[src/hdl/ptw_settings.svh]
// Size and transaction-id constants for the page-table walker.
// The miss queue depth must stay at 8 or below, because the queue
// index type carries three position bits and a "none" flag above them.
// Transaction ids run from 1 to 15. Slot 0 of the buffer is never used.
// Pages are 4 KiB and each PTE is 8 bytes.

`ifndef PTW_SETTINGS_SVH
`define PTW_SETTINGS_SVH

// Miss queue and transaction buffer depths
`define PTW_MISSQ_SIZE 8
`define PTW_TRAN_SLOTS 16

// Fixed fields placed in every outgoing transaction id
`define PTW_CORENO 6'd1
`define PTW_CHANNEL 3'd3

// Address geometry: page offset width and log2 of the PTE size in bytes
`define PTW_PAGE_SHIFT 12
`define PTW_PTE_SHIFT 3

`endif

[src/hdl/ptw_pkg.sv]
// Shared types for the page-table walker.
// Index types carry a "none selected" flag in their top bit.
// The page table has a single level, so entries hold no level field.

package ptw_pkg;

	typedef logic [7:0]  asid_t;
	typedef logic [31:0] vadr_t;
	typedef logic [31:0] padr_t;

	// Bit 0 is the valid bit, bits 51 to 12 hold the physical page number
	typedef logic [63:0] pte_t;

	typedef struct packed {
		logic [5:0] core;
		logic [2:0] channel;
		logic [3:0] tranid;
	} tran_id_t;

	typedef logic [3:0] missq_idx_t;
	typedef logic [4:0] slot_idx_t;

	// Index values with only the top bit set mean that nothing is selected
	localparam missq_idx_t MISSQ_NONE = 4'b1000;
	localparam slot_idx_t  SLOT_NONE  = 5'b10000;

	typedef struct packed {
		logic  valid;
		logic  issued;
		asid_t asid;
		vadr_t vadr;
	} missq_entry_t;

	typedef struct packed {
		logic         v;
		logic         rdy;
		tran_id_t     id;
		asid_t        asid;
		vadr_t        vadr;
		padr_t        padr;
		missq_idx_t   stk;
		logic [127:0] dat;
		pte_t         pte;
	} tran_buf_t;

	typedef enum logic {IDLE, ISSUE} ptw_state_t;

endpackage

[src/hdl/ptw_miss_queue.sv]
// Miss queue between the TLB and the walker.
// A miss is taken only in a cycle where miss_busy is low, and the TLB
// must repeat any miss offered while the queue is full.
// Misses to a page that is already queued are merged into that entry.
// Ages count the younger valid entries, so the oldest entry has the top age.

`include "ptw_settings.svh"

module ptw_miss_queue import ptw_pkg::*; (
	input  logic       clk,
	input  logic       rst,
	input  logic       miss_v,
	input  asid_t      miss_asid,
	input  vadr_t      miss_vadr,
	input  missq_idx_t issue_qe,
	input  logic       done_v,
	input  missq_idx_t done_stk,
	output logic       miss_busy,
	output missq_idx_t sel_qe,
	output asid_t      sel_asid,
	output vadr_t      sel_vadr
);

	localparam int QAW = $clog2(`PTW_MISSQ_SIZE);

	missq_entry_t   q   [`PTW_MISSQ_SIZE];
	logic [QAW-1:0] age [`PTW_MISSQ_SIZE];

	logic           hit;
	logic           accept;
	logic [QAW-1:0] free_pos;
	logic           sel_found;
	logic [QAW-1:0] sel_pos;
	logic [QAW-1:0] sel_age;
	logic [QAW-1:0] done_age;

	// ==============================
	// Lookup, allocation and selection
	// ==============================
	always_comb begin
		hit = 1'b0;
		miss_busy = 1'b1;
		free_pos = '0;
		sel_found = 1'b0;
		sel_pos = '0;
		sel_age = '0;
		// Walk downward so that the lowest free entry is the last one written
		for (int i = `PTW_MISSQ_SIZE - 1; i >= 0; i--) begin
			if (!q[i].valid) begin
				miss_busy = 1'b0;
				free_pos = QAW'(i);
			end
			else if (q[i].asid == miss_asid &&
				q[i].vadr[31:`PTW_PAGE_SHIFT] == miss_vadr[31:`PTW_PAGE_SHIFT])
				hit = 1'b1;
		end
		// Oldest valid entry that has not been sent to the walker yet
		for (int i = 0; i < `PTW_MISSQ_SIZE; i++) begin
			if (q[i].valid && !q[i].issued && (!sel_found || age[i] > sel_age)) begin
				sel_found = 1'b1;
				sel_pos = QAW'(i);
				sel_age = age[i];
			end
		end
	end

	assign accept = miss_v && !miss_busy && !hit;
	assign done_age = age[done_stk[QAW-1:0]];

	assign sel_qe = sel_found ? missq_idx_t'(sel_pos) : MISSQ_NONE;
	assign sel_asid = q[sel_pos].asid;
	assign sel_vadr = q[sel_pos].vadr;

	// Entry control bits and payload
	always_ff @(posedge clk) begin
		if (rst) begin
			for (int i = 0; i < `PTW_MISSQ_SIZE; i++) begin
				q[i].valid <= 1'b0;
				q[i].issued <= 1'b0;
			end
		end
		else begin
			if (accept)
				q[free_pos] <= '{valid: 1'b1, issued: 1'b0, asid: miss_asid, vadr: miss_vadr};
			if (!issue_qe[QAW])
				q[issue_qe[QAW-1:0]].issued <= 1'b1;
			// The freed entry is still valid this cycle, so it never collides with accept
			if (done_v)
				q[done_stk[QAW-1:0]].valid <= 1'b0;
		end
	end

	// Ages: every allocation makes the others older, a release closes the gap
	always_ff @(posedge clk) begin
		for (int i = 0; i < `PTW_MISSQ_SIZE; i++) begin
			if (accept && q[i].valid && !(done_v && age[i] > done_age))
				age[i] <= age[i] + 1'b1;
			else if (!(accept && q[i].valid) && done_v && q[i].valid && age[i] > done_age)
				age[i] <= age[i] - 1'b1;
		end
		if (accept)
			age[free_pos] <= '0;
	end

	// A completion from the buffer must name an entry the walker actually issued
	a_done_valid: assert property (@(posedge clk) disable iff (rst)
		done_v |-> !done_stk[QAW] && q[done_stk[QAW-1:0]].valid &&
			q[done_stk[QAW-1:0]].issued)
		else $error("done_v names an entry that is not outstanding");

endmodule

[src/hdl/ptw_walker.sv]
// Walker FSM for a one-level page table.
// It alternates IDLE and ISSUE, so at most one PTE read starts every two cycles.
// A walk starts only while the buffer slot of the current id is free.
// The PTE address is ptbr plus eight times the virtual page number, and
// ptbr must stay stable while misses are pending.

`include "ptw_settings.svh"

module ptw_walker import ptw_pkg::*; (
	input  logic       clk,
	input  logic       rst,
	input  missq_idx_t sel_qe,
	input  asid_t      sel_asid,
	input  vadr_t      sel_vadr,
	input  padr_t      ptbr,
	input  tran_id_t   tid,
	input  logic       slot_busy,
	output ptw_state_t state,
	output missq_idx_t issue_qe,
	output logic       ptw_pv,
	output vadr_t      ptw_vadr,
	output padr_t      ptw_padr,
	output asid_t      ptw_asid,
	output missq_idx_t ptw_stk,
	output logic       mem_req,
	output padr_t      mem_adr,
	output tran_id_t   mem_tid
);

	logic go;

	// Start a walk when a miss is selected and the next slot is free
	assign go = state == IDLE && !sel_qe[3] && !slot_busy;

	// Mark the entry issued in the same edge that latches it
	assign issue_qe = go ? sel_qe : MISSQ_NONE;

	always_ff @(posedge clk) begin
		if (rst)
			state <= IDLE;
		else begin
			case (state)
			IDLE:
				if (go)
					state <= ISSUE;
			ISSUE:
				state <= IDLE;
			default:
				state <= IDLE;
			endcase
		end
	end

	// Walk context, loaded when leaving IDLE
	always_ff @(posedge clk) begin
		if (go) begin
			ptw_vadr <= sel_vadr;
			ptw_asid <= sel_asid;
			ptw_stk <= sel_qe;
			ptw_padr <= ptbr + (padr_t'(sel_vadr[31:`PTW_PAGE_SHIFT]) << `PTW_PTE_SHIFT);
		end
	end

	// One request and one record strobe per ISSUE cycle
	assign ptw_pv = state == ISSUE;
	assign mem_req = state == ISSUE;
	assign mem_adr = ptw_padr;
	assign mem_tid = tid;

	// Id 0 is reserved, so no request may leave with it
	a_req_tid: assert property (@(posedge clk) disable iff (rst)
		mem_req |-> mem_tid.tranid != 4'd0)
		else $error("mem_req carries the reserved transaction id 0");

endmodule

[src/hdl/ptw_tran_buffer.sv]
// Transaction buffer for outstanding PTE reads, indexed by transaction id.
// Responses may come back in any order; each must carry an id in flight.
// Ready slots retire lowest first, one per cycle, and the update must be
// taken in the cycle it is offered. upd_fault is high for a PTE whose
// valid bit is clear.

`include "ptw_settings.svh"

module ptw_tran_buffer import ptw_pkg::*; (
	input  logic         clk,
	input  logic         rst,
	input  ptw_state_t   state,
	input  logic         ptw_pv,
	input  vadr_t        ptw_vadr,
	input  padr_t        ptw_padr,
	input  asid_t        ptw_asid,
	input  missq_idx_t   ptw_stk,
	input  logic         mem_ack,
	input  tran_id_t     mem_ack_tid,
	input  logic [127:0] mem_dat,
	output tran_id_t     tid,
	output logic         slot_busy,
	output logic         done_v,
	output missq_idx_t   done_stk,
	output logic         upd_v,
	output asid_t        upd_asid,
	output vadr_t        upd_vadr,
	output pte_t         upd_pte,
	output logic         upd_fault
);

	localparam int SAW = $clog2(`PTW_TRAN_SLOTS);

	tran_buf_t      tranbuf [`PTW_TRAN_SLOTS];
	slot_idx_t      sel_tran;
	logic           rdy_found;
	logic [SAW-1:0] rdy_pos;
	logic [SAW-1:0] cur;

	assign slot_busy = tranbuf[tid.tranid].v;

	// Lowest ready slot, skipping the one that retires this cycle
	always_comb begin
		rdy_found = 1'b0;
		rdy_pos = '0;
		for (int i = `PTW_TRAN_SLOTS - 1; i >= 0; i--) begin
			if (tranbuf[i].v && tranbuf[i].rdy && (sel_tran[SAW] || sel_tran[SAW-1:0] != i)) begin
				rdy_found = 1'b1;
				rdy_pos = SAW'(i);
			end
		end
	end

	always_ff @(posedge clk) begin
		if (rst) begin
			tid <= '{core: `PTW_CORENO, channel: `PTW_CHANNEL, tranid: 4'd1};
			sel_tran <= SLOT_NONE;
			for (int i = 0; i < `PTW_TRAN_SLOTS; i++) begin
				tranbuf[i].v <= 1'b0;
				tranbuf[i].rdy <= 1'b0;
			end
		end
		else begin
			// ==============================
			// Record the read issued by the walker
			// ==============================
			if (state == ISSUE && ptw_pv) begin
				tranbuf[tid.tranid].v <= 1'b1;
				tranbuf[tid.tranid].rdy <= 1'b0;
				tranbuf[tid.tranid].id <= tid;
				tranbuf[tid.tranid].asid <= ptw_asid;
				tranbuf[tid.tranid].vadr <= ptw_vadr;
				tranbuf[tid.tranid].padr <= ptw_padr;
				tranbuf[tid.tranid].stk <= ptw_stk;
				// Id 0 is reserved, so the counter skips it on wrap
				tid.tranid <= (&tid.tranid) ? 4'd1 : tid.tranid + 4'd1;
			end

			// Capture the returned line
			if (mem_ack) begin
				tranbuf[mem_ack_tid.tranid].dat <= mem_dat;
				tranbuf[mem_ack_tid.tranid].rdy <= 1'b1;
			end

			// Pick the next slot to retire and pull its PTE out of the line
			sel_tran <= rdy_found ? slot_idx_t'(rdy_pos) : SLOT_NONE;
			if (rdy_found)
				tranbuf[rdy_pos].pte <= tranbuf[rdy_pos].padr[`PTW_PTE_SHIFT] ?
					tranbuf[rdy_pos].dat[127:64] : tranbuf[rdy_pos].dat[63:0];

			// Retire the slot selected last cycle
			if (!sel_tran[SAW]) begin
				tranbuf[sel_tran[SAW-1:0]].v <= 1'b0;
				tranbuf[sel_tran[SAW-1:0]].rdy <= 1'b0;
			end
		end
	end

	// Update and release strobes come straight from the selected slot
	assign cur = sel_tran[SAW-1:0];
	assign upd_v = !sel_tran[SAW];
	assign done_v = !sel_tran[SAW];
	assign done_stk = tranbuf[cur].stk;
	assign upd_asid = tranbuf[cur].asid;
	assign upd_vadr = tranbuf[cur].vadr;
	assign upd_pte = tranbuf[cur].pte;
	assign upd_fault = !tranbuf[cur].pte[0];

	a_ack_outstanding: assert property (@(posedge clk) disable iff (rst)
		mem_ack |-> tranbuf[mem_ack_tid.tranid].v && !tranbuf[mem_ack_tid.tranid].rdy &&
			tranbuf[mem_ack_tid.tranid].id == mem_ack_tid)
		else $error("mem_ack for an id that is not outstanding");

	// The walker checked the slot one cycle earlier, in IDLE
	a_record_free: assert property (@(posedge clk) disable iff (rst)
		ptw_pv |-> !tranbuf[tid.tranid].v)
		else $error("slot recorded while still valid");

endmodule

[src/hdl/ptw_top.sv]
// Page-table walker top level.
// Misses enter from the TLB, PTE reads go to memory, and finished
// translations return to the TLB as single-cycle update strobes.
// Only miss_busy pushes back; everything else must be taken when offered.

module ptw_top import ptw_pkg::*; (
	input  logic         clk,
	input  logic         rst,
	// TLB miss side
	input  logic         miss_v,
	input  asid_t        miss_asid,
	input  vadr_t        miss_vadr,
	output logic         miss_busy,
	// TLB update side
	output logic         upd_v,
	output asid_t        upd_asid,
	output vadr_t        upd_vadr,
	output pte_t         upd_pte,
	output logic         upd_fault,
	// Memory side
	output logic         mem_req,
	output padr_t        mem_adr,
	output tran_id_t     mem_tid,
	input  logic         mem_ack,
	input  tran_id_t     mem_ack_tid,
	input  logic [127:0] mem_dat,
	// Page-table base register
	input  padr_t        ptbr
);

	missq_idx_t sel_qe;
	asid_t      sel_asid;
	vadr_t      sel_vadr;
	missq_idx_t issue_qe;
	ptw_state_t state;
	logic       ptw_pv;
	vadr_t      ptw_vadr;
	padr_t      ptw_padr;
	asid_t      ptw_asid;
	missq_idx_t ptw_stk;
	tran_id_t   tid;
	logic       slot_busy;
	logic       done_v;
	missq_idx_t done_stk;

	ptw_miss_queue u_miss_queue (
		.clk(clk), .rst(rst), .miss_v(miss_v), .miss_asid(miss_asid), .miss_vadr(miss_vadr),
		.issue_qe(issue_qe), .done_v(done_v), .done_stk(done_stk), .miss_busy(miss_busy),
		.sel_qe(sel_qe), .sel_asid(sel_asid), .sel_vadr(sel_vadr)
	);

	ptw_walker u_walker (
		.clk(clk), .rst(rst), .sel_qe(sel_qe), .sel_asid(sel_asid), .sel_vadr(sel_vadr),
		.ptbr(ptbr), .tid(tid), .slot_busy(slot_busy), .state(state), .issue_qe(issue_qe),
		.ptw_pv(ptw_pv), .ptw_vadr(ptw_vadr), .ptw_padr(ptw_padr), .ptw_asid(ptw_asid),
		.ptw_stk(ptw_stk), .mem_req(mem_req), .mem_adr(mem_adr), .mem_tid(mem_tid)
	);

	ptw_tran_buffer u_tran_buffer (
		.clk(clk), .rst(rst), .state(state), .ptw_pv(ptw_pv), .ptw_vadr(ptw_vadr),
		.ptw_padr(ptw_padr), .ptw_asid(ptw_asid), .ptw_stk(ptw_stk), .mem_ack(mem_ack),
		.mem_ack_tid(mem_ack_tid), .mem_dat(mem_dat), .tid(tid), .slot_busy(slot_busy),
		.done_v(done_v), .done_stk(done_stk), .upd_v(upd_v), .upd_asid(upd_asid),
		.upd_vadr(upd_vadr), .upd_pte(upd_pte), .upd_fault(upd_fault)
	);

endmodule

[config.mk]
export PLATFORM = sky130hd
export DESIGN_NAME = ptw_top
export DESIGN_NICKNAME = d
export VERILOG_FILES = /design/src/hdl/ptw_pkg.sv /design/src/hdl/ptw_miss_queue.sv /design/src/hdl/ptw_walker.sv /design/src/hdl/ptw_tran_buffer.sv /design/src/hdl/ptw_top.sv
export VERILOG_INCLUDE_DIRS = /design/src /design/src/hdl
export SDC_FILE = /design/constraint.sdc
export NUM_CORES = 2
export LEC_CHECK = 0
export BUFFER_PORTS_ARGS = -buffer_cell sky130_fd_sc_hd__buf_2
export CAP_MARGIN = 20
export CORE_ASPECT_RATIO = 1.25
export CORE_MARGIN = 2
export CORE_UTILIZATION = 40
export CTS_CLUSTER_DIAMETER = 30
export DETAILED_ROUTE_END_ITERATION = 12
export PLACE_DENSITY_LB_ADDON = 0.05
export SLEW_MARGIN = 15
export SYNTH_ARGS = -nofsm -noshare
export SYNTH_HDL_FRONTEND = slang
export SYNTH_MEMORY_MAX_BITS = 65536
export SYNTH_SLANG_ARGS = --single-unit
[constraint.sdc]
create_clock -name clk -period 14.95 [get_ports clk]
set_input_delay 0.7475 -clock clk [delete_from_list [all_inputs] [get_ports clk]]
set_output_delay 0.7475 -clock clk [all_outputs]
set_load 0.01 [all_outputs]
==> flow_results.org <==
** Power
- Share of total power in the clock network :: 55.7%
- The completed layout was analyzed and its total power is 0.0318 W.
- For this design the ratio of total power to cell area is 156 mW/mm^2.
- Switching Fraction :: 20.9%
- Per report_power, the sequential group accounts for 42.2% of the total.
- The worst-case IR drop observed on VDD is 127 uV.
- Relative contribution of combinational cells to total power :: 2.1%
- The internal portion of the total power is 0.0252 W.
- Switching power :: 0.00666 W
- Reported leakage power :: 65.4 nW

** Floorplanning
- In this run the standard cell core region covers 0.414 sq mm.
- The die covers 0.421 sq mm.
- For this configuration, the core starts out at a cell density of 40.2%.
- In this run the horizontal extent of the chip is 581 um.
- Total I/O pin count :: 370
- The initialized floorplan defines 264 standard-cell rows.
- Die height :: 725 um

** Worst hold path
- Hold Path Cell Cnt :: 1
- Worst min-delay path class :: primary input to flop
- The worst hold path begins at mem_dat[49].
- For hold timing, the worst endpoint is u_tran_buffer.tranbuf[6][113]$_DFFE_PP_.

** Timing
- Total negative slack :: 0 ps
- The final-report max-slew violation count was 0.
- Transition time at the pin with the least slew margin :: 1190 ps
- For the finished layout, the period the worst path requires is 13990 ps.
- Setup repair after global routing left no endpoint under its margin.
- Setup-failing EPs final :: 0
- The worst pin sits at a relative slew slack of 20.2%.
- Top achievable clock speed :: 71.5 MHz
- Final Hold Violating Endpoints :: 0
- Share of the cycle needed by the critical path after routing :: 93.6%
- Worst clock skew on the final layout :: 49.3 ps

** Layout
- Cells with a size suffix above 1 make up 25.3% of the layout.
- Post-synthesis to final-layout area growth :: 22.9%
- Counting the fill cells in the layout gives 34000.
- Area used by multi-input combinational logic :: 0.0371 sq mm
- At the end of the flow, the number of nets in the layout was 10100.
- Area taken by flip-flops and latches :: 0.127 sq mm

** Clock network
- The number of clock buffers added by TritonCTS is 779.
- Counting along the longest clock path gives a buffer depth of 4.
- Depth of the CTS H-tree :: 6
- Buffers added to address setup during post-CTS repair amount to 0.
- CTS saw 4257 sinks.
- Clock tree synthesis selected as its root buffer the cell sky130_fd_sc_hd__clkbuf_16.
- The clock reaches the later pin of the worst-skew pair after 1100 ps.
- Clock tree from TritonCTS :: yes
- Clock transition time at the flip-flop clock pins of the worst setup and hold paths :: 50 ps

** Critical path
- Worst Path Arrival :: 14800 ps
- Kind of critical path :: flop to flop
- Crit path launch type :: flop
- Along the worst path, the maximum fanout reaches 22.
- Crit end category :: flop
- In this run the critical register-to-register path is captured at u_walker.mem_adr[31]$_DFFE_PP_.
- For this run, the slowest stage of the critical path takes 550 ps.
- The worst register-to-register path has a depth of 68.
- The startpoint identified for the worst register-to-register timing path is u_miss_queue.q[0][41]$_SDFFE_PP0P_.
- Most Frequent Cell on Critical Path :: sky130_fd_sc_hd__ha_1
- The slowest stage of the critical path is the sky130_fd_sc_hd__nor2_4 cell.
- For flop-to-flop paths, the worst setup slack is 960 ps.
- Required time of the critical path :: 15770 ps

** Place
- The HPWL after detailed placement is 287 mm.
- The congestion estimate from routability-driven global placement came to 0.871.
- Total of buffers placed on input and output ports :: 351

** Global route
- Entering global routing, the biggest net connects 110 pins.
- The number of antenna violations at the first check in global routing came to 94.
- The via count of the first global-routing pass was 96200.
- All-Layer GR Usage :: 24.9%
- The first global-routing pass estimated 745 mm of wire.
- For this run the aggregate overflow at the end of global routing stands at 0.

** Drt
- DRT Wirelength :: 535 mm
- Number of iterations in the first detailed-routing pass :: 5
- Mean routed wirelength per cell :: 33.4 um
- DRC Markers :: 0
- First DRT Iteration DRCs :: 10100
- In this run the remaining antenna-violating nets after routing total 0.
- After detailed routing, the number of vias per cell comes to 5.84.
- The detailed router placed 93500 vias in this run.

** Synth
- During synthesis, Yosys emitted a total of 0 warnings.
- Area share of the leading cell type in the synthesized netlist :: 75.4%
- In the synthesized netlist, the number of instances is 8775.
- Counting flops with a built-in enable in the synthesized netlist gives 4171.
- The number of different library cells used by synthesis comes to 91.
- Of all cell types, the one taking the most synthesized area is sky130_fd_sc_hd__edfxtp_1.
- Avg Cell Area, Syn :: 18.9 sq um
- By area the synthesized netlist is led by sky130_fd_sc_hd__edfxtp_1 75%, sky130_fd_sc_hd__mux4_2 7.4%, sky130_fd_sc_hd__mux2i_1 2.5%.
- Async S/R FF share, synth :: 0%
- Main flop type after synthesis :: sky130_fd_sc_hd__edfxtp_1
- After synthesis the netlist holds a flip-flop and latch count of 4257.
- Summing the sequential cell areas from Yosys gives 76.4% of the chip area.
- Area of the mapped netlist :: 0.166 sq mm

** Run
- Max-capacitance violation count :: 0

** Outcome
- The run finished with clean final reports.
sequential cells by signal, indices dropped and copies added, names as in the netlist, named ones only:
| name | cells |
|---|---|
| u_tran_buffer.tranbuf | 3808 |
| u_walker.ptw_stk | 3 |
| u_walker.mem_adr | 32 |
| u_miss_queue.q | 336 |
| u_tran_buffer.sel_tran | 5 |
| u_miss_queue.age | 24 |
| u_walker.ptw_asid | 8 |
| u_walker.mem_req | 1 |
| u_walker.ptw_vadr | 32 |
| u_tran_buffer.tid | 4 |
routing by layer:
metal  GRT usage (%)  routed length [um]  vias up
met5               0                 228        -
met4            6.77               13800       36
met3            4.03               33900      861
met2            40.1              254000     3666
met1            35.2              233000    50100
li1                -                   -    38900
worst max path at each step:
stage / from / depth (start not counted) / end
2_1_floorplan: u_miss_queue.q[0][41]$_SDFFE_PP0P_ / 66 / u_walker.mem_adr[31]$_DFFE_PP_
5_1_grt: u_miss_queue.q[0][41]$_SDFFE_PP0P_ / 68 / u_walker.mem_adr[31]$_DFFE_PP_
3_3_place_gp: u_miss_queue.q[0][41]$_SDFFE_PP0P_ / 67 / u_walker.mem_adr[31]$_DFFE_PP_
6_report: u_miss_queue.q[0][41]$_SDFFE_PP0P_ / 68 / u_walker.mem_adr[31]$_DFFE_PP_
3_5_place_dp: u_miss_queue.q[0][41]$_SDFFE_PP0P_ / 67 / u_walker.mem_adr[31]$_DFFE_PP_
4_1_cts: u_miss_queue.q[0][41]$_SDFFE_PP0P_ / 67 / u_walker.mem_adr[31]$_DFFE_PP_
synthesized netlist by cell type, types with 23 or more instances:
master and number:
sky130_fd_sc_hd__a21o_1 24, sky130_fd_sc_hd__clkbuf_1 326, sky130_fd_sc_hd__o2111ai_1 38, sky130_fd_sc_hd__o211ai_1 27, sky130_fd_sc_hd__o32a_1 71, sky130_fd_sc_hd__nor2_1 173, sky130_fd_sc_hd__o21ai_0 63, sky130_fd_sc_hd__nand2_1 341
sky130_fd_sc_hd__a221oi_1 44, sky130_fd_sc_hd__buf_4 24, sky130_fd_sc_hd__edfxtp_1 4171, sky130_fd_sc_hd__nor4_1 151, sky130_fd_sc_hd__a32o_1 41, sky130_fd_sc_hd__dfxtp_1 86, sky130_fd_sc_hd__xnor2_1 194, sky130_fd_sc_hd__a32oi_1 172
sky130_fd_sc_hd__mux4_2 543, sky130_fd_sc_hd__mux2i_1 420, sky130_fd_sc_hd__nor3_1 62, sky130_fd_sc_hd__a21oi_1 98, sky130_fd_sc_hd__a31oi_1 23, sky130_fd_sc_hd__inv_1 111, sky130_fd_sc_hd__a22oi_1 306, sky130_fd_sc_hd__o22ai_1 108
sky130_fd_sc_hd__nand4b_1 25, sky130_fd_sc_hd__xor2_1 80, sky130_fd_sc_hd__a222oi_1 26, sky130_fd_sc_hd__buf_2 144, sky130_fd_sc_hd__ha_1 69, sky130_fd_sc_hd__buf_1 56, sky130_fd_sc_hd__nand3_1 281, sky130_fd_sc_hd__and2_1 26
sky130_fd_sc_hd__o2bb2ai_1 100, sky130_fd_sc_hd__nand4_1 85
area by class of cell:
cell class,instances,share of cell area (%)
multi-input combinational,3854,18.2
clock buffer,886,9.89
clock inverter,565,3.18
tap,5453,3.34
antenna,40,0.0490
timing repair buffer,835,2.97
inverter,111,0.206
sequential,4257,62.2
critical path, delay by kind of cell, from the launching register on:
kind	cells	cell delay [ps]
fa+ha+maj	9	2750
mux	4	1390
compound gates	34	5760
buf+inv	6	990
flops	1	450
xor+xnor	1	60
simple gates	14	2300
power groups by stage:
stage          clock, W  combinational (W)  sequential [W]
6_report         0.0177           0.000667          0.0134
5_1_grt          0.0185           0.000719          0.0134
4_1_cts          0.0180           0.000665          0.0134
3_5_place_dp          0           0.000618          0.0137
3_3_place_gp          0           0.000602          0.0136
2_1_floorplan         0           0.000298          0.0136
per-stage QoR:
stage                     utilization, %  area [sq um]  std cells  setup WS (ps)  hold slack [ps]
after detailed placement            42.5        176000      14400            198              461
final                               49.4        204000      16000            963              101
after global placement              42.5        176000      14300            165              459
after global routing                49.4        204000      16000           19.3             51.1
after CTS                           49.3        204000      15900            115             9.55
after floorplan                        -        166000       8782           2310              436
logic make-up (layout without fill, tap and decap cells):
family | Yosys count | in the layout | share of synthesized area [%]
DFF | 4257 | 4257 | 76.4
AOI/OAI and AO/OA | 1272 | 1272 | 6.03
and+or+nand+nor | 1244 | 1244 | 3.78
muxes | 977 | 977 | 9.98
buffers and inverters | 671 | 2397 | 1.72
xor gates and xnor gates | 274 | 274 | 1.44
adders and majority gates | 78 | 78 | 0.628
other | 2 | 49 | 0.00452
placed cells by master (no fill, tap or decap), types with 38 or more instances in the layout:
cell / count
sky130_fd_sc_hd__buf_4: 304
sky130_fd_sc_hd__a32oi_1: 172
sky130_fd_sc_hd__a221oi_1: 42
sky130_fd_sc_hd__dfxtp_1: 81
sky130_fd_sc_hd__ha_1: 69
sky130_fd_sc_hd__nor4_1: 120
sky130_fd_sc_hd__clkinvlp_4: 79
sky130_fd_sc_hd__xor2_1: 80
sky130_fd_sc_hd__a22oi_1: 306
sky130_fd_sc_hd__o2bb2ai_1: 100
sky130_fd_sc_hd__nor2_1: 150
sky130_fd_sc_hd__clkinv_1: 115
sky130_fd_sc_hd__bufinv_16: 115
sky130_fd_sc_hd__o2111ai_1: 38
sky130_fd_sc_hd__buf_2: 355
sky130_fd_sc_hd__inv_6: 54
sky130_fd_sc_hd__clkinv_2: 128
sky130_fd_sc_hd__nand2_1: 336
sky130_fd_sc_hd__o21ai_0: 60
sky130_fd_sc_hd__clkinv_4: 44
sky130_fd_sc_hd__clkbuf_16: 792
sky130_fd_sc_hd__edfxtp_1: 4171
sky130_fd_sc_hd__dlygate4sd3_1: 148
sky130_fd_sc_hd__clkbuf_1: 92
sky130_fd_sc_hd__diode_2: 40
sky130_fd_sc_hd__mux4_2: 543
sky130_fd_sc_hd__a21oi_1: 93
sky130_fd_sc_hd__o22ai_1: 108
sky130_fd_sc_hd__inv_1: 94
sky130_fd_sc_hd__xnor2_1: 194
sky130_fd_sc_hd__a32o_1: 41
sky130_fd_sc_hd__nor3_1: 40
sky130_fd_sc_hd__nand4_1: 85
sky130_fd_sc_hd__nand3_1: 280
sky130_fd_sc_hd__o32a_1: 71
sky130_fd_sc_hd__mux2i_1: 406
what timing repair did:
item | CTS | global route
hold endpoints to repair | 1978 | 0
resized for setup | 0 | 12
endpoints found under the setup margin | 0 | 18
hold buffers | 148 | 0
No activity file was read; power rests on OpenSTA's default activity.
